`src/hdl/apu_pkg.sv`:
```
`default_nettype none

package apu_pkg;

  // *************************************************************************
  // register port
  // *************************************************************************

  typedef enum logic [2:0] {
    ctrl   = 3'd0,                          // irq enable, loop and rate index
    direct = 3'd1,                          // direct-load level
    addr   = 3'd2,                          // sample address byte
    length = 3'd3,                          // sample length byte
    status = 3'd4                           // bit 4 enables the channel
  } reg_addr_e;

  typedef struct packed {
    logic       irq_enable;
    logic       loop;
    logic [1:0] gap;
    logic [3:0] rate_index;
  } ctrl_view_t;

  typedef struct packed {
    logic       spare;
    logic [6:0] level;
  } level_view_t;

  // the same write byte is read as control fields or as a load level
  typedef union packed {
    ctrl_view_t  ctl_view;
    level_view_t lvl_view;
  } reg_data_u;

  typedef struct packed {
    logic      wr;
    reg_addr_e addr;
    reg_data_u data;
  } reg_write_t;

  // *************************************************************************
  // channel settings
  // *************************************************************************

  typedef struct packed {
    logic       irq_enable;
    logic       loop;
    logic       enable;
    logic [7:0] sample_addr;
    logic [7:0] sample_len;
  } dmc_cfg_t;

  // timer periods in enabled clocks, index 0 is the slowest rate
  localparam logic [0:15][8:0] rate_table = {
    9'd428, 9'd380, 9'd340, 9'd320,
    9'd286, 9'd254, 9'd226, 9'd214,
    9'd190, 9'd160, 9'd142, 9'd128,
    9'd106, 9'd84,  9'd72,  9'd54
  };

  localparam logic [15:0] SAMPLE_BASE = 16'hC000;
  localparam logic [15:0] WRAP_ADDR   = 16'h8000;   // fetches past 0xFFFF continue here
  localparam int          ADDR_W      = 15;         // bit 15 of the bus is always set
  localparam int          LEVEL_W     = 7;

endpackage

`default_nettype wire

```
`src/hdl/apu_divider.sv`:
```
`default_nettype none

module apu_divider #(
  parameter int WIDTH = 9
) (
  input  logic             clk,
  input  logic             rst_n,
  input  logic             clk_en,
  input  logic [WIDTH-1:0] period,
  output logic             pulse
);

  logic [WIDTH-1:0] count;

  // count of zero fires the pulse and reloads, so a pulse comes every period steps
  always_ff @(posedge clk or negedge rst_n) begin
    if (!rst_n) begin
      count <= '0;
    end else if (clk_en) begin
      if (count == '0) begin
        count <= period - 1'b1;
      end else begin
        count <= count - 1'b1;
      end
    end
  end

  assign pulse = clk_en && (count == '0);   // first pulse right after reset

endmodule

`default_nettype wire

```
`src/hdl/apu_dmc.sv`:
```
`default_nettype none

module apu_dmc #(
  parameter int TIMER_W = 9
) (
  input  logic                        clk,
  input  logic                        rst_n,
  input  logic                        cpu_clk_en,
  input  apu_pkg::reg_write_t         reg_wr,
  output logic                        mem_req,
  output logic [apu_pkg::ADDR_W-1:0]  mem_addr,
  input  logic                        mem_ack,
  input  logic [7:0]                  mem_data,
  output logic                        irq,
  output logic [apu_pkg::LEVEL_W-1:0] level
);

  apu_pkg::dmc_cfg_t           cfg;
  logic [TIMER_W-1:0]          timer_period;
  logic                        direct_load;
  logic [apu_pkg::LEVEL_W-1:0] direct_level;
  logic                        irq_ack;
  logic                        restart;
  logic                        idle;
  logic                        tick;
  logic                        buf_full;
  logic [7:0]                  buf_data;
  logic                        buf_take;

  dmc_reg_file #(.TIMER_W(TIMER_W)) regs (
    .clk, .rst_n, .cpu_clk_en, .reg_wr, .idle, .cfg, .timer_period,
    .direct_load, .direct_level, .irq_ack, .restart
  );

  apu_divider #(.WIDTH(TIMER_W)) rate_timer (
    .clk, .rst_n, .clk_en(cpu_clk_en), .period(timer_period), .pulse(tick)
  );

  dmc_reader reader (
    .clk, .rst_n, .cpu_clk_en, .cfg, .irq_ack, .restart, .buf_take, .mem_ack,
    .mem_data, .mem_req, .mem_addr, .buf_full, .buf_data, .irq, .idle
  );

  dmc_output_unit out_unit (
    .clk, .rst_n, .cpu_clk_en, .tick, .buf_full, .buf_data, .direct_load,
    .direct_level, .buf_take, .level
  );

endmodule

`default_nettype wire

```
`src/hdl/dmc_output_unit.sv`:
```
`default_nettype none

module dmc_output_unit (
  input  logic                        clk,
  input  logic                        rst_n,
  input  logic                        cpu_clk_en,
  input  logic                        tick,
  input  logic                        buf_full,
  input  logic [7:0]                  buf_data,
  input  logic                        direct_load,
  input  logic [apu_pkg::LEVEL_W-1:0] direct_level,
  output logic                        buf_take,
  output logic [apu_pkg::LEVEL_W-1:0] level
);

  logic                        new_cycle;
  logic                        silence;
  logic [7:0]                  shift_data;
  logic [apu_pkg::LEVEL_W-1:0] next_level;

  // eight ticks make one output cycle
  apu_divider #(
    .WIDTH (4)
  ) bit_counter (
    .clk    (clk),
    .rst_n  (rst_n),
    .clk_en (tick),
    .period (4'd8),
    .pulse  (new_cycle)
  );

  assign buf_take = new_cycle && buf_full;

  // *************************************************************************
  // shifter and silence flag
  // *************************************************************************

  always_ff @(posedge clk or negedge rst_n) begin
    if (!rst_n) begin
      silence <= 1'b1;
    end else if (new_cycle) begin
      silence <= !buf_full;                  // an empty buffer mutes the whole cycle
    end
  end

  always_ff @(posedge clk) begin
    if (buf_take) begin
      shift_data <= buf_data;
    end else if (tick) begin
      shift_data <= shift_data >> 1;         // lsb first
    end
  end

  // *************************************************************************
  // level integrator
  // *************************************************************************

  always_comb begin
    next_level = level;
    if (tick && !silence) begin
      if (shift_data[0] && level <= 7'd125) begin
        next_level = level + 7'd2;
      end else if (!shift_data[0] && level >= 7'd2) begin
        next_level = level - 7'd2;
      end
    end
    if (direct_load) begin
      next_level = direct_level;             // wins over this cycle's step
    end
  end

  always_ff @(posedge clk or negedge rst_n) begin
    if (!rst_n) begin
      level <= '0;
    end else if (cpu_clk_en) begin
      level <= next_level;
    end
  end

endmodule

`default_nettype wire

```
`src/hdl/dmc_reader.sv`:
```
`default_nettype none

module dmc_reader (
  input  logic                       clk,
  input  logic                       rst_n,
  input  logic                       cpu_clk_en,
  input  apu_pkg::dmc_cfg_t          cfg,
  input  logic                       irq_ack,
  input  logic                       restart,
  input  logic                       buf_take,
  input  logic                       mem_ack,
  input  logic [7:0]                 mem_data,
  output logic                       mem_req,
  output logic [apu_pkg::ADDR_W-1:0] mem_addr,
  output logic                       buf_full,
  output logic [7:0]                 buf_data,
  output logic                       irq,
  output logic                       idle
);

  logic [apu_pkg::ADDR_W-1:0] start_addr;
  logic [apu_pkg::ADDR_W-1:0] cur_addr;
  logic [apu_pkg::ADDR_W-1:0] next_addr;
  logic [11:0]                start_len;
  logic [11:0]                bytes_left;
  logic                       fetch_start;
  logic                       fetch_done;
  logic                       last_byte;

  assign start_addr = apu_pkg::SAMPLE_BASE[apu_pkg::ADDR_W-1:0]
                    + {1'b0, cfg.sample_addr, 6'b0};
  assign start_len  = {cfg.sample_len, 4'b0001};
  assign next_addr  = (cur_addr == '1) ? apu_pkg::WRAP_ADDR[apu_pkg::ADDR_W-1:0]
                                       : cur_addr + 1'b1;

  assign idle        = (bytes_left == '0);
  assign fetch_start = !mem_req && !mem_ack && !buf_full && !idle;  // ack must be low first
  assign fetch_done  = mem_req && mem_ack;
  assign last_byte   = fetch_done && (bytes_left == 12'd1);

  // *************************************************************************
  // four-phase requester
  // *************************************************************************

  always_ff @(posedge clk or negedge rst_n) begin
    if (!rst_n) begin
      mem_req  <= 1'b0;
      mem_addr <= '0;
    end else if (cpu_clk_en) begin
      if (fetch_start) begin
        mem_req  <= 1'b1;
        mem_addr <= cur_addr;                // held apart from cur_addr while req is high
      end else if (fetch_done) begin
        mem_req  <= 1'b0;
      end
    end
  end

  // *************************************************************************
  // address and byte counters
  // *************************************************************************

  always_ff @(posedge clk or negedge rst_n) begin
    if (!rst_n) begin
      cur_addr   <= '0;
      bytes_left <= '0;
    end else if (cpu_clk_en) begin
      if (!cfg.enable) begin
        bytes_left <= '0;                    // a fetch in flight still lands in the buffer
      end else if (restart) begin
        cur_addr   <= start_addr;
        bytes_left <= start_len;
      end else if (fetch_done && !idle) begin
        if (last_byte && cfg.loop) begin
          cur_addr   <= start_addr;
          bytes_left <= start_len;
        end else begin
          cur_addr   <= next_addr;
          bytes_left <= bytes_left - 1'b1;
        end
      end
    end
  end

  always_ff @(posedge clk or negedge rst_n) begin
    if (!rst_n) begin
      irq <= 1'b0;
    end else if (cpu_clk_en) begin
      if (irq_ack) begin
        irq <= 1'b0;
      end
      if (last_byte && cfg.enable && !cfg.loop && cfg.irq_enable) begin
        irq <= 1'b1;
      end
    end
  end

  // *************************************************************************
  // sample buffer
  // *************************************************************************

  always_ff @(posedge clk or negedge rst_n) begin
    if (!rst_n) begin
      buf_full <= 1'b0;
    end else if (cpu_clk_en) begin
      if (fetch_done) begin
        buf_full <= 1'b1;
      end else if (buf_take) begin
        buf_full <= 1'b0;
      end
    end
  end

  always_ff @(posedge clk) begin
    if (cpu_clk_en && fetch_done) begin
      buf_data <= mem_data;
    end
  end

endmodule

`default_nettype wire

```
`src/hdl/dmc_reg_file.sv`:
```
`default_nettype none

module dmc_reg_file #(
  parameter int TIMER_W = 9
) (
  input  logic                        clk,
  input  logic                        rst_n,
  input  logic                        cpu_clk_en,
  input  apu_pkg::reg_write_t         reg_wr,
  input  logic                        idle,
  output apu_pkg::dmc_cfg_t           cfg,
  output logic [TIMER_W-1:0]          timer_period,
  output logic                        direct_load,
  output logic [apu_pkg::LEVEL_W-1:0] direct_level,
  output logic                        irq_ack,
  output logic                        restart
);

  logic [3:0] rate_index;
  logic [7:0] wr_byte;

  assign wr_byte = reg_wr.data;

  always_ff @(posedge clk or negedge rst_n) begin
    if (!rst_n) begin
      cfg         <= '0;
      rate_index  <= '0;
      direct_load <= 1'b0;
      irq_ack     <= 1'b0;
      restart     <= 1'b0;
    end else if (cpu_clk_en) begin
      direct_load <= 1'b0;
      irq_ack     <= 1'b0;
      restart     <= 1'b0;
      if (reg_wr.wr) begin
        case (reg_wr.addr)
          apu_pkg::ctrl: begin
            cfg.irq_enable <= reg_wr.data.ctl_view.irq_enable;
            cfg.loop       <= reg_wr.data.ctl_view.loop;
            rate_index     <= reg_wr.data.ctl_view.rate_index;
            irq_ack        <= 1'b1;             // any ctrl write clears a pending irq
          end
          apu_pkg::direct: direct_load <= 1'b1;
          apu_pkg::addr:   cfg.sample_addr <= wr_byte;
          apu_pkg::length: cfg.sample_len <= wr_byte;
          apu_pkg::status: begin
            cfg.enable <= wr_byte[4];
            restart    <= wr_byte[4] && idle;   // only an exhausted sample restarts
          end
          default: ;
        endcase
      end
    end
  end

  always_ff @(posedge clk) begin
    if (cpu_clk_en && reg_wr.wr && reg_wr.addr == apu_pkg::direct) begin
      direct_level <= reg_wr.data.lvl_view.level;
    end
  end

  assign timer_period = TIMER_W'(apu_pkg::rate_table[rate_index]);

endmodule

`default_nettype wire

```
`config.mk`:
```
export PLATFORM = sky130hd
export DESIGN_NAME = apu_dmc
export DESIGN_NICKNAME = d
export VERILOG_FILES = /design/src/hdl/apu_pkg.sv /design/src/hdl/apu_divider.sv /design/src/hdl/apu_dmc.sv /design/src/hdl/dmc_output_unit.sv /design/src/hdl/dmc_reader.sv /design/src/hdl/dmc_reg_file.sv
export SDC_FILE = /design/constraint.sdc
export NUM_CORES = 1
export LEC_CHECK = 0
export ABC_AREA = 1
export BUFFER_PORTS_ARGS = -buffer_cell sky130_fd_sc_hd__buf_2
export CAP_MARGIN = 10
export CORE_ASPECT_RATIO = 2
export CORE_UTILIZATION = 40
export CTS_CLUSTER_SIZE = 16
export DETAILED_ROUTE_END_ITERATION = 6
export PLACE_DENSITY = 0.61
export SETUP_SLACK_MARGIN = 0.05
export SLEW_MARGIN = 5
export SYNTH_ARGS = -nofsm -noshare
export SYNTH_HDL_FRONTEND = slang
export SYNTH_HIERARCHICAL = 1
export SYNTH_SLANG_ARGS = --single-unit
export TNS_END_PERCENT = 30
```
`constraint.sdc`:
```
create_clock -name clk -period 5.2 [get_ports clk]
set_clock_uncertainty 0.2 [all_clocks]
set_input_delay 0.52 -clock clk [delete_from_list [all_inputs] [get_ports clk]]
set_output_delay 0.52 -clock clk [all_outputs]
set_load 0.02 [all_outputs]
```
Word level (Yosys, flattened, before mapping)

Memories as Yosys holds them, arrays and structs flattened.
Cells that the tools add are included.

Register bits after elaboration: 115
Memory bits (read-only): 144
Output and inout port bits: 24
Memories: 1

Memories:

| memory          | words | width | rd ports | clocked after Yosys merged registers in | wr ports | line               | source |
|---|---|---|---|---|---|---|---|
| (no name shown) | 16    | 9     | 1        | 0                                       | 0        | dmc_reg_file.sv:62 | `assign timer_period = TIMER_W'(apu_pkg::rate_table[rate_index]);` |

$add $sub $neg: 8
$lt $le $gt $ge: 3
Equal/unequal tests: 7
Mux-type cells: 30
Bitwise logic cells: 1
Reduce and logical (&&, ||, !) cells: 49

Operators with widths:

| kind                     | count |
|---|---|
| $mux W15                 | 4 |
| $mux W12                 | 4 |
| $mux W7                  | 4 |
| $mux W9                  | 3 |
| $logic_and A1 B1 Y1      | 20 |
| $reduce_and A3 Y1        | 6 |
| $sub A9 B1 Y9 const B    | 2 |
| $mux W8                  | 2 |
| $add A15 B1 Y15 const B  | 1 |
| $add A15 B14 Y15 const A | 1 |
| $eq A15 B15 Y1 const B   | 1 |
| $eq A12 B1 Y1 const B    | 1 |
| $logic_not A12 Y1        | 1 |
| $mux W1                  | 12 |
| $reduce_bool A2 Y1       | 6 |
| $sub A12 B1 Y12 const B  | 1 |
| $reduce_and A2 Y1        | 5 |
| $logic_not A9 Y1         | 1 |
| $add A7 B2 Y7 const B    | 1 |
| $ge A7 B2 Y1 const B     | 1 |
| $le A7 B7 Y1 const B     | 1 |
| $logic_not A1 Y1         | 7 |
| $sub A7 B2 Y7 const B    | 1 |
| $eq A3 B2 Y1 const B     | 2 |
| 10 further kinds         | 10 |

Longest topological paths before layout

Gate-level depths: netlist (run 1).

Word-level depth: 7
Gate-level depth with buffers: 16
Depth with buffers taken out: 16

Cells and area by module

Netlist (run 1), hierarchy kept.

Modules (own cells, without submodules):

| module                             | instances | cells an instance | area each (sq um) | seq. area each (sq um) |
|---|---|---|---|---|
| dmc_reader                         | 1         | 367               | 3,024.2           | 1,366.3 |
| dmc_reg_file                       | 1         | 174               | 1,540.2           | 860.8 |
| dmc_output_unit                    | 1         | 150               | 1,129.8           | 441.7 |
| apu_divider (rate_timer)           | 1         | 111               | 754.5             | 225.2 |
| apu_divider (out_unit.bit_counter) | 1         | 51                | 326.6             | 100.1 |

Least setup slack after synthesis (run 1)

No wires, ideal clock.

Path type: register -> register
From: reg rate_timer.count[4]
To: reg out_unit.shift_data[0], enable pin
Library setup time: 0.309 ns
Arrival time: 1.846 ns
Required time: 4.691 ns
Path slack: 2.844 ns
Cell stages (with the launch flop): 11
Path buffers: 0
Period minus slack after synthesis: 2.356 ns
Cells stage by stage: dfrtp_1 > nor2_2 > nand2_2 > nor2_8 > nand2_2 > nor2_2 > nand3_2 > inv_1 > nand2_1 > clkinv_1 > or2_2

Longest elaborated chain between the ends: 5

RTL lines:

| item                         | line                  | source |
|---|---|---|
| start: declaration           | apu_divider.sv:13     | `logic [WIDTH-1:0] count;` |
| start signal: assignment     | apu_divider.sv:21     | `count <= period - 1'b1;` |
| start signal: assignment     | apu_divider.sv:23     | `count <= count - 1'b1;` |
| $logic_not A9 Y1             | apu_divider.sv:28     | `assign pulse = clk_en && (count == '0);` |
| $logic_and A1 B1 Y1          | apu_divider.sv:28     |  |
| named net tick               | apu_dmc.sv:25         | `logic tick;` |
| $logic_and A1 B1 Y1          | apu_divider.sv:28     |  |
| named net out_unit.new_cycle | dmc_output_unit.sv:16 | `logic new_cycle;` |
| $logic_and A1 B1 Y1          | dmc_output_unit.sv:32 | `assign buf_take = new_cycle && buf_full;` |
| named net buf_take           | apu_dmc.sv:28         | `logic buf_take;` |
| $reduce_bool A2 Y1 (no line) | n/a                   |  |
| end signal: assignment       | dmc_output_unit.sv:48 | `shift_data <= buf_data;` |
| end signal: assignment       | dmc_output_unit.sv:50 | `shift_data <= shift_data >> 1;` |
| end: declaration             | dmc_output_unit.sv:18 | `logic [7:0] shift_data;` |

The timed path passes the listed nets, and every way through them passes these cells.
A chain may end at the register's enable or synchronous reset.

Final worst setup path (run 1)

From: reg rate_timer.count[4]
To: reg out_unit.shift_data[4], enable pin

Same word-level chain as after synthesis.

==> impl_results.html, run 1 <==
<table>
<tr><th>Metric</th><th>Value</th></tr>
<tr><th colspan="2">Global routing</th></tr>
<tr><td>Most utilized layer in the global route result</td><td>met2</td></tr>
<tr><td>Met2 GRT Util</td><td>0.403</td></tr>
<tr><td>Total routing usage reported by global routing</td><td>0.208</td></tr>
<tr><td>Antenna violations before repair</td><td>0</td></tr>
<tr><td>Sum of overflow across all layers after global routing</td><td>0</td></tr>
<tr><td>Via count of the first global-routing pass</td><td>5,527</td></tr>
<tr><td>Met1 Usage GRT</td><td>0.200</td></tr>
<tr><td>Met3 GRT Util</td><td>0.0372</td></tr>
<tr><td>Maximum number of pins on one net before global-route repair</td><td>58</td></tr>
<tr><td>Wire length of the first global-routing pass</td><td>approximately 27 mm</td></tr>
<tr><th colspan="2">Die</th></tr>
<tr><td>Initial Util</td><td>0.406</td></tr>
<tr><td>Horizontal extent of the die</td><td>94.0 um</td></tr>
<tr><td>Area enclosed by the die boundary</td><td>17,500 um^2</td></tr>
<tr><td>Floorplan Core Area</td><td>about 17,000 um^2</td></tr>
<tr><td>Chip height</td><td>186 um</td></tr>
<tr><td>FP Rows</td><td>67</td></tr>
<tr><td>IO Pins</td><td>48</td></tr>
<tr><th colspan="2">Route</th></tr>
<tr><td>Detailed-route via count</td><td>5,543</td></tr>
<tr><td>Avg Vias per Cell</td><td>4.91</td></tr>
<tr><td>Post-DRT Antenna Nets</td><td>0</td></tr>
<tr><td>Router iterations before antenna repair</td><td>5</td></tr>
<tr><td>Post-route DRC</td><td>0</td></tr>
<tr><td>Detail-routed net length per standard cell</td><td>approximately 15 um</td></tr>
<tr><td>Routed wire length</td><td>16.7 mm</td></tr>
<tr><td>1st-iter DRT viols</td><td>221</td></tr>
<tr><th colspan="2">CTS</th></tr>
<tr><td>Setup fix buffers added after clock tree synthesis</td><td>0</td></tr>
<tr><td>Buffer depth of the longest clock path</td><td>2</td></tr>
<tr><td>Latest clock arrival within the worst-skew pair</td><td>420 ps</td></tr>
<tr><td>Cts repair resizes</td><td>0</td></tr>
<tr><td>Master cell of the clock root buffer</td><td>sky130_fd_sc_hd__clkbuf_16</td></tr>
<tr><td>Clock tree sinks</td><td>about 120</td></tr>
<tr><td>Clock tree from TritonCTS</td><td>yes</td></tr>
<tr><td>H-Tree Depth</td><td>4</td></tr>
<tr><td>CTS hold repair buffers</td><td>0</td></tr>
<tr><td>Clock Pin Slew Worst Setup and Hold Paths</td><td>60 ps</td></tr>
<tr><td>Total clock buffers created by CTS</td><td>17</td></tr>
<tr><th colspan="2">Logic synthesis</th></tr>
<tr><td>Proportion of synthesized flip-flops having asynchronous set or reset</td><td>0.800</td></tr>
<tr><td>Number of flops mapped to enable cells by yosys</td><td>23</td></tr>
<tr><td>Avg Cell Area, Syn</td><td>7.94 um^2</td></tr>
<tr><td>Post-synth top area share</td><td>0.336</td></tr>
<tr><td>Post-synthesis cell type with the largest combined area</td><td>sky130_fd_sc_hd__dfrtp_1</td></tr>
<tr><td>Post-synthesis instance area</td><td>6780 um^2</td></tr>
<tr><td>Flops &amp; latches, synth</td><td>115</td></tr>
<tr><td>Top cells by area, synth</td><td>sky130_fd_sc_hd__dfrtp_1 (34%), sky130_fd_sc_hd__nand2_1 (17%), sky130_fd_sc_hd__edfxtp_1 (10%)</td></tr>
<tr><td>Mapped Cells</td><td>853</td></tr>
<tr><td>Netlist cell types</td><td>43</td></tr>
<tr><td>Primary flip-flop cell chosen by synthesis mapping</td><td>sky130_fd_sc_hd__dfrtp_1</td></tr>
<tr><td>Sequential-to-total area share from yosys stat</td><td>0.442</td></tr>
<tr><td>Count of warnings emitted by yosys</td><td>6</td></tr>
<tr><th colspan="2">Place</th></tr>
<tr><td>Worst Setup Slack post-DPL</td><td>approximately 2100 ps</td></tr>
<tr><td>Port Buf Inserts</td><td>47</td></tr>
<tr><td>Hpwl dp</td><td>12.4 mm</td></tr>
<tr><td>Final RePlAce weighted congestion</td><td>roughly 0.85</td></tr>
<tr><td>Placed instance count</td><td>1,096</td></tr>
<tr><td>Placed cell areas</td><td>7140 um^2</td></tr>
<tr><th colspan="2">Layout</th></tr>
<tr><td>Cell area after layout</td><td>between 7000 and 8000 um^2</td></tr>
<tr><td>Antenna diode count</td><td>0</td></tr>
<tr><td>Fraction of the core area covered by cells at the end of the flow</td><td>0.465</td></tr>
<tr><td>Area growth, synth to finish</td><td>14.5%</td></tr>
<tr><td>Number of standard cells in the layout, taps in and fillers out</td><td>roughly 1,100</td></tr>
<tr><td>Most common library cell in the layout ignoring fill and taps</td><td>sky130_fd_sc_hd__nand2_1</td></tr>
<tr><td>Fraction of layout cells with a size suffix above 1</td><td>0.188</td></tr>
<tr><td>Filler Cell Count</td><td>1,712</td></tr>
<tr><td>Net count, final</td><td>946</td></tr>
<tr><td>Highest-count cells in the layout ignoring fill and taps</td><td>sky130_fd_sc_hd__nand2_1 (311), sky130_fd_sc_hd__dfrtp_1 (91), sky130_fd_sc_hd__nand3_1 (77)</td></tr>
<tr><th colspan="2">Timing</th></tr>
<tr><td>Fmax</td><td>between 300 and 400 MHz</td></tr>
<tr><td>Final max-slew violation count</td><td>0</td></tr>
<tr><td>Total setup violations reported at the end of the flow</td><td>0</td></tr>
<tr><td>Final hold slack</td><td>-17.5 ps</td></tr>
<tr><td>Final worst slack</td><td>2520 ps</td></tr>
<tr><td>Unrepaired setup endpoints after global routing</td><td>no</td></tr>
<tr><td>Fin crit share</td><td>0.515</td></tr>
<tr><td>Worst rel slew slack</td><td>0.352</td></tr>
<tr><td>Number of hold-slack violations in the final timing report</td><td>25</td></tr>
<tr><td>Pin slew with the least headroom to its limit</td><td>972 ps</td></tr>
<tr><td>Setup TNS after final layout</td><td>0 ps</td></tr>
<tr><td>Final critical delay including setup and external delays</td><td>2680 ps</td></tr>
<tr><th colspan="2">Power</th></tr>
<tr><td>Total power</td><td>3.17 mW</td></tr>
<tr><td>Standby leakage power</td><td>4.00 nW</td></tr>
<tr><td>Clk pwr share</td><td>0.382</td></tr>
<tr><td>Seq pwr share</td><td>0.373</td></tr>
<tr><td>Power Internal</td><td>2.10 mW</td></tr>
<tr><td>Switch Pwr</td><td>1.07 mW</td></tr>
<tr><td>VDD IR max</td><td>about 0.25 mV</td></tr>
<tr><td>Total power density per cell area</td><td>408 nW/um^2</td></tr>
<tr><td>Power share of the combinational group</td><td>0.244</td></tr>
<tr><td>Switching power as a share of total power</td><td>0.337</td></tr>
<tr><th colspan="2">Setup path</th></tr>
<tr><td>Crit path capture type</td><td>flip-flop</td></tr>
<tr><td>Critical path arrival</td><td>2590 ps</td></tr>
<tr><td>Type of element launching the critical path</td><td>flip-flop</td></tr>
<tr><td>Maximum fanout along the worst path</td><td>10</td></tr>
<tr><td>Critical path data required time</td><td>between 5000 and 6000 ps</td></tr>
<tr><td>Worst setup path category</td><td>flip-flop to flip-flop</td></tr>
<tr><th colspan="2">Job</th></tr>
<tr><td>Max_cap viols</td><td>0</td></tr>
<tr><th colspan="2">Status</th></tr>
<tr><td>Violations in the final reports</td><td>negative hold slack</td></tr>
<tr><td>Run status</td><td>finished with violations</td></tr>
<tr><th colspan="2">Worst hold path</th></tr>
<tr><td>Min-delay worst type</td><td>input port to async pin</td></tr>
</table>
## layout make-up
| type | instances | area, um^2 | area share |
|---|---|---|---|
| multi-input cells | 641 | 3320 | 0.428 |
| flip-flops and latches | 115 | 2990 | 0.386 |
| clock buffers | 25 | 527 | 0.0679 |
| inverters | 85 | 322 | 0.0415 |
| well taps | 207 | 259 | 0.0334 |
| repair buffers | 48 | 245 | 0.0316 |
| clock inverters | 7 | 93.8 | 0.0121 |
## cells in the mapped netlist, types with 6 or more instances
master / n
sky130_fd_sc_hd__o21ai_1: 8
sky130_fd_sc_hd__nand2_2: 29
sky130_fd_sc_hd__inv_1: 72
sky130_fd_sc_hd__inv_2: 7
sky130_fd_sc_hd__nand3_1: 77
sky130_fd_sc_hd__nor2_2: 9
sky130_fd_sc_hd__o21ai_2: 13
sky130_fd_sc_hd__a21oi_1: 10
sky130_fd_sc_hd__edfxtp_1: 23
sky130_fd_sc_hd__nor2_1: 59
sky130_fd_sc_hd__nand4_1: 10
sky130_fd_sc_hd__ha_1: 14
sky130_fd_sc_hd__nor2_4: 9
sky130_fd_sc_hd__dfrtp_1: 91
sky130_fd_sc_hd__xor2_1: 19
sky130_fd_sc_hd__o21ai_0: 24
sky130_fd_sc_hd__buf_6: 6
sky130_fd_sc_hd__nand2_4: 8
sky130_fd_sc_hd__nand2_1: 311
## critical path: stages, from the launching register on
cell and delay (ps):
sky130_fd_sc_hd__dfrtp_1 400, sky130_fd_sc_hd__nor2_2 120, sky130_fd_sc_hd__nand2_2 90, sky130_fd_sc_hd__nor2_8 180, sky130_fd_sc_hd__nand2_2 130, sky130_fd_sc_hd__nor2_2 350, sky130_fd_sc_hd__nand3_2 140, sky130_fd_sc_hd__inv_1 90
sky130_fd_sc_hd__nand2_1 180, sky130_fd_sc_hd__clkinv_1 220, sky130_fd_sc_hd__or2_2 260
## path summary, 6_finish.rpt
kind,startpoint,to,slack (ps),cells past startpoint
hold reg to reg,regs/cfg[6]$_DFFE_PN0P_,regs/cfg[6]$_DFFE_PN0P_,270,2
max in group asynchronous,rst_n,regs/restart$_DFFE_PN0P_,3820,2
setup / recovery,rate_timer/count[4]$_DFFE_PN0P_,out_unit/shift_data[4]$_DFFE_PP_,2520,10
hold / removal,rst_n,out_unit/level[1]$_DFFE_PN0P_,-20,1
setup reg to reg,rate_timer/count[4]$_DFFE_PN0P_,out_unit/shift_data[4]$_DFFE_PP_,2520,10
min in group clk,mem_data[4],reader/buf_data[4]$_DFFE_PP_,70,1
## routing by layer
layer | vias to the layer above | part of all wire
li1 | 2797 | -
met1 | 2618 | 0.36
met2 | 94 | 0.58
met3 | 34 | 0.025
met4 | 0 | 0.039
met5 | - | 0
## registers in the layout, indices dropped and copies added (netlist names)
register                    cells
out_unit/bit_counter/count      4
out_unit/shift_data             8
reader/buf_data                 8
rate_timer/count                9
reader/mem_addr                15
out_unit/silence                1
regs/irq_ack                    1
reader/cur_addr                15
reader/bytes_left              12
regs/rate_index                 4
out_unit/level                  7
reader/irq                      1
regs/direct_load                1
reader/mem_req                  1
regs/direct_level               7
regs/cfg                       19
reader/buf_full                 1
regs/restart                    1
## power groups by stage
stage | sequential, mW | clock, mW | combinational [mW]
6_report | 1.18 | 1.21 | 0.774
5_1_grt | 1.20 | 1.28 | 0.876
4_1_cts | 1.19 | 1.24 | 0.780
3_5_place_dp | 1.20 | 0 | 0.775
3_3_place_gp | 1.20 | 0 | 0.762
2_1_floorplan | 1.17 | 0 | 0.600
## cell families after synthesis
group / share of synthesized area
muxes: 0.00166
DFF: 0.442
adders and majority gates: 0.0259
and+or+nand+nor: 0.372
AOI/OAI and AO/OA: 0.0556
buffers and inverters: 0.0718
other: 0.00166
xor gates and xnor gates: 0.0297
Power figures use the tool's default switching activity.
==> inputs of run 2 (changes only) <==
Clock period 5.2 ns to 2.8 ns, I/O delays scaled along.
==> run 2 against run 1 <==
Effect of this change: the run now ends clean; via count grew 1.0%; flip-flop and latch count is the same; combinational power grew 91%; clock-buffer cell count shrank 4; critical path depth is the same; global-route usage shrank 0.15 points; worst setup slack lost 2200 ps; register-to-register slack lost 2200 ps; sequential share of layout area shrank 1.2 points; fmax grew 7.5%; die area is the same; critical path type unchanged.
==> impl_results.html, run 2 (synthesis results as in run 1) <==
<table>
<tr><th>Metric</th><th>Value</th></tr>
<tr><th colspan="2">Layout</th></tr>
<tr><td>Antenna diode count</td><td>0</td></tr>
<tr><td>Net count, final</td><td>970</td></tr>
<tr><td>Number of flip-flops in the largest register</td><td>19</td></tr>
<tr><td>Fraction of layout cells with a size suffix above 1</td><td>0.193</td></tr>
<tr><td>Registers with the most flip-flops</td><td>regs/cfg (19), reader/cur_addr (15), reader/mem_addr (15)</td></tr>
<tr><td>Cell area after layout</td><td>roughly 8000 um^2</td></tr>
<tr><td>Most common library cell in the layout ignoring fill and taps</td><td>sky130_fd_sc_hd__nand2_1</td></tr>
<tr><td>Highest-count cells in the layout ignoring fill and taps</td><td>sky130_fd_sc_hd__nand2_1 (311), sky130_fd_sc_hd__dfrtp_1 (91), sky130_fd_sc_hd__nand3_1 (77)</td></tr>
<tr><td>Filler Cell Count</td><td>1,665</td></tr>
<tr><td>Area growth, synth to finish</td><td>18.2%</td></tr>
<tr><td>Top reg by flops</td><td>regs/cfg</td></tr>
<tr><th colspan="2">Route</th></tr>
<tr><td>Highest routed layer</td><td>met4</td></tr>
<tr><td>1st-iter DRT viols</td><td>approximately 250</td></tr>
<tr><td>Amount of wire on met2 after detailed routing</td><td>9.46 mm</td></tr>
<tr><td>Avg Vias per Cell</td><td>4.86</td></tr>
<tr><td>Detailed-route via count</td><td>between 5,000 and 6,000</td></tr>
<tr><td>Detail-routed net length per standard cell</td><td>14.3 um</td></tr>
<tr><td>Post-route DRC</td><td>0</td></tr>
<tr><td>Router iterations before antenna repair</td><td>4</td></tr>
<tr><td>Met3 layer wire length in the routed design</td><td>368 um</td></tr>
<tr><td>Routed metal-1 wirelength</td><td>6.04 mm</td></tr>
<tr><td>Post-DRT Antenna Nets</td><td>0</td></tr>
<tr><td>Routed wire length</td><td>16.5 mm</td></tr>
<tr><th colspan="2">Timing</th></tr>
<tr><td>Worst rel slew slack</td><td>0.511</td></tr>
<tr><td>Final max-slew violation count</td><td>0</td></tr>
<tr><td>Fmax</td><td>402 MHz</td></tr>
<tr><td>Unrepaired setup endpoints after global routing</td><td>no</td></tr>
<tr><td>Final worst slack</td><td>311 ps</td></tr>
<tr><td>Setup TNS after final layout</td><td>0 ps</td></tr>
<tr><td>Pin slew with the least headroom to its limit</td><td>around 730 ps</td></tr>
<tr><td>Number of hold-slack violations in the final timing report</td><td>0</td></tr>
<tr><td>Total setup violations reported at the end of the flow</td><td>0</td></tr>
<tr><td>Final critical delay including setup and external delays</td><td>2490 ps</td></tr>
<tr><td>Fin crit share</td><td>0.889</td></tr>
<tr><th colspan="2">Setup path</th></tr>
<tr><td>Maximum fanout along the worst path</td><td>10</td></tr>
<tr><td>Crit. Startpoint</td><td>rate_timer/count[4]$_DFFE_PN0P_</td></tr>
<tr><td>Critical R2R Launch</td><td>rate_timer/count[4]$_DFFE_PN0P_</td></tr>
<tr><td>Critical path data required time</td><td>2710 ps</td></tr>
<tr><td>Crit-path slowest cell</td><td>sky130_fd_sc_hd__dfrtp_1</td></tr>
<tr><td>Worst setup path category</td><td>flip-flop to flip-flop</td></tr>
<tr><td>Type of element launching the critical path</td><td>flip-flop</td></tr>
<tr><td>Crit-path max cell delay</td><td>~400 ps</td></tr>
<tr><td>Critical-path cell list</td><td>nor2_2, nand2_2, nor2_8, nand2_2, nor2_2, nand3_2, inv_1, nand2_1, clkinv_1, or2_2</td></tr>
<tr><td>Crit path capture type</td><td>flip-flop</td></tr>
<tr><td>Register-to-Register Setup Slack</td><td>310 ps</td></tr>
<tr><td>Critical path arrival</td><td>2400 ps</td></tr>
<tr><th colspan="2">Place</th></tr>
<tr><td>Hpwl dp</td><td>12.4 mm</td></tr>
<tr><td>Worst Setup Slack post-DPL</td><td>245 ps</td></tr>
<tr><td>Port Buf Inserts</td><td>47</td></tr>
<tr><td>Final RePlAce weighted congestion</td><td>around 0.86</td></tr>
<tr><td>Placed cell areas</td><td>7190 um^2</td></tr>
<tr><th colspan="2">Power</th></tr>
<tr><td>Standby leakage power</td><td>4.11 nW</td></tr>
<tr><td>Total power density per cell area</td><td>741 nW/um^2</td></tr>
<tr><td>VDD IR max</td><td>about 0.49 mV</td></tr>
<tr><th colspan="2">CTS</th></tr>
<tr><td>Buffer depth of the longest clock path</td><td>2</td></tr>
<tr><td>H-Tree Depth</td><td>4</td></tr>
<tr><td>Latest clock arrival within the worst-skew pair</td><td>420 ps</td></tr>
<tr><td>Clock tree sinks</td><td>between 100 and 150</td></tr>
<tr><td>Total clock buffers created by CTS</td><td>17</td></tr>
<tr><td>Clock tree from TritonCTS</td><td>yes</td></tr>
<tr><td>Master cell of the clock root buffer</td><td>sky130_fd_sc_hd__clkbuf_16</td></tr>
<tr><td>Clock Pin Slew Worst Setup and Hold Paths</td><td>50 ps</td></tr>
<tr><td>Setup fix buffers added after clock tree synthesis</td><td>0</td></tr>
<tr><th colspan="2">Die</th></tr>
<tr><td>Floorplan Core Area</td><td>~17,000 um^2</td></tr>
<tr><td>IO Pins</td><td>48</td></tr>
<tr><td>Initial Util</td><td>0.406</td></tr>
<tr><td>Chip height</td><td>186 um</td></tr>
<tr><td>Horizontal extent of the die</td><td>94.0 um</td></tr>
<tr><td>FP Rows</td><td>67</td></tr>
<tr><td>Area enclosed by the die boundary</td><td>17,500 um^2</td></tr>
<tr><th colspan="2">Status</th></tr>
<tr><td>Run status</td><td>complete, no violations</td></tr>
<tr><th colspan="2">Global routing</th></tr>
<tr><td>Antenna violations before repair</td><td>0</td></tr>
<tr><td>Total routing usage reported by global routing</td><td>0.206</td></tr>
<tr><td>Sum of overflow across all layers after global routing</td><td>0</td></tr>
<tr><td>Via count of the first global-routing pass</td><td>5,724</td></tr>
<tr><td>Maximum number of pins on one net before global-route repair</td><td>60</td></tr>
<tr><td>Wire length of the first global-routing pass</td><td>27.2 mm</td></tr>
<tr><th colspan="2">Worst hold path</th></tr>
<tr><td>Min-delay worst type</td><td>input port to flip-flop</td></tr>
<tr><td>HP Start</td><td>reg_wr[8]</td></tr>
<tr><th colspan="2">Job</th></tr>
<tr><td>Max_cap viols</td><td>0</td></tr>
</table>
==> run 2: final timing paths <==
path / to / cells after the start
worst max register to register: out_unit/shift_data[4]$_DFFE_PP_ / 10
worst max-delay path: out_unit/shift_data[4]$_DFFE_PP_ / 10
min in group asynchronous: rate_timer/count[1]$_DFFE_PN0P_ / 2
max in group asynchronous: out_unit/silence$_DFFE_PN1P_ / 3
worst min-delay path: regs/direct_load$_DFFE_PN0P_ / 3
worst min register to register: reader/mem_addr[6]$_DFFE_PN0P_ / 2
==> run 2: cell type report <==
class / count / area [um^2] / share of cell area
timing repair buffer: 72 / 483 / 0.0603
inverter: 85 / 322 / 0.0402
clock buffer: 21 / 480 / 0.0600
clock inverter: 11 / 149 / 0.0186
multi-input combinational: 641 / 3320 / 0.415
tap: 207 / 259 / 0.0323
sequential: 115 / 2990 / 0.374
==> run 2: through the flow <==
step	total power, mW	instances	utilization	hold slack [ps]
floorplan	3.28	858	-	-216
global placement	3.63	1102	0.431	75.8
detailed placement	3.65	1102	0.431	78.3
CTS	5.99	1152	0.480	16.8
global route	6.30	1152	0.480	48.1
finish	5.93	1152	0.480	28.0
==> run 2: power by group <==
group,internal (mW),leakage (nW),switching (mW)
Sequential,1.92,1.42,0.251
Clock,1.50,0.302,0.793
Combinational,0.531,2.39,0.945
Total,3.94,4.11,1.99
==> run 2: what timing repair did <==
action                     CTS  global route
hold endpoints to repair    71             0
hold buffers                18             0
resized for setup            0             3
setup endpoints to repair    0             3
==> run 2: worst max-delay path, delay by kind of cell, from the launching register on <==
| kind | cells | cell delay, ps |
|---|---|---|
| flip-flops | 1 | 410 |
| AND/OR/NAND/NOR | 8 | 1280 |
| buffers and inverters | 2 | 300 |
==> run 2: layer usage <==
layer / vias to the layer above / global-route usage
met2: 87 / 0.401
met4: 0 / 0.119
met3: 39 / 0.0315
met5: - / 0
met1: 2618 / 0.198
li1: 2856 / -
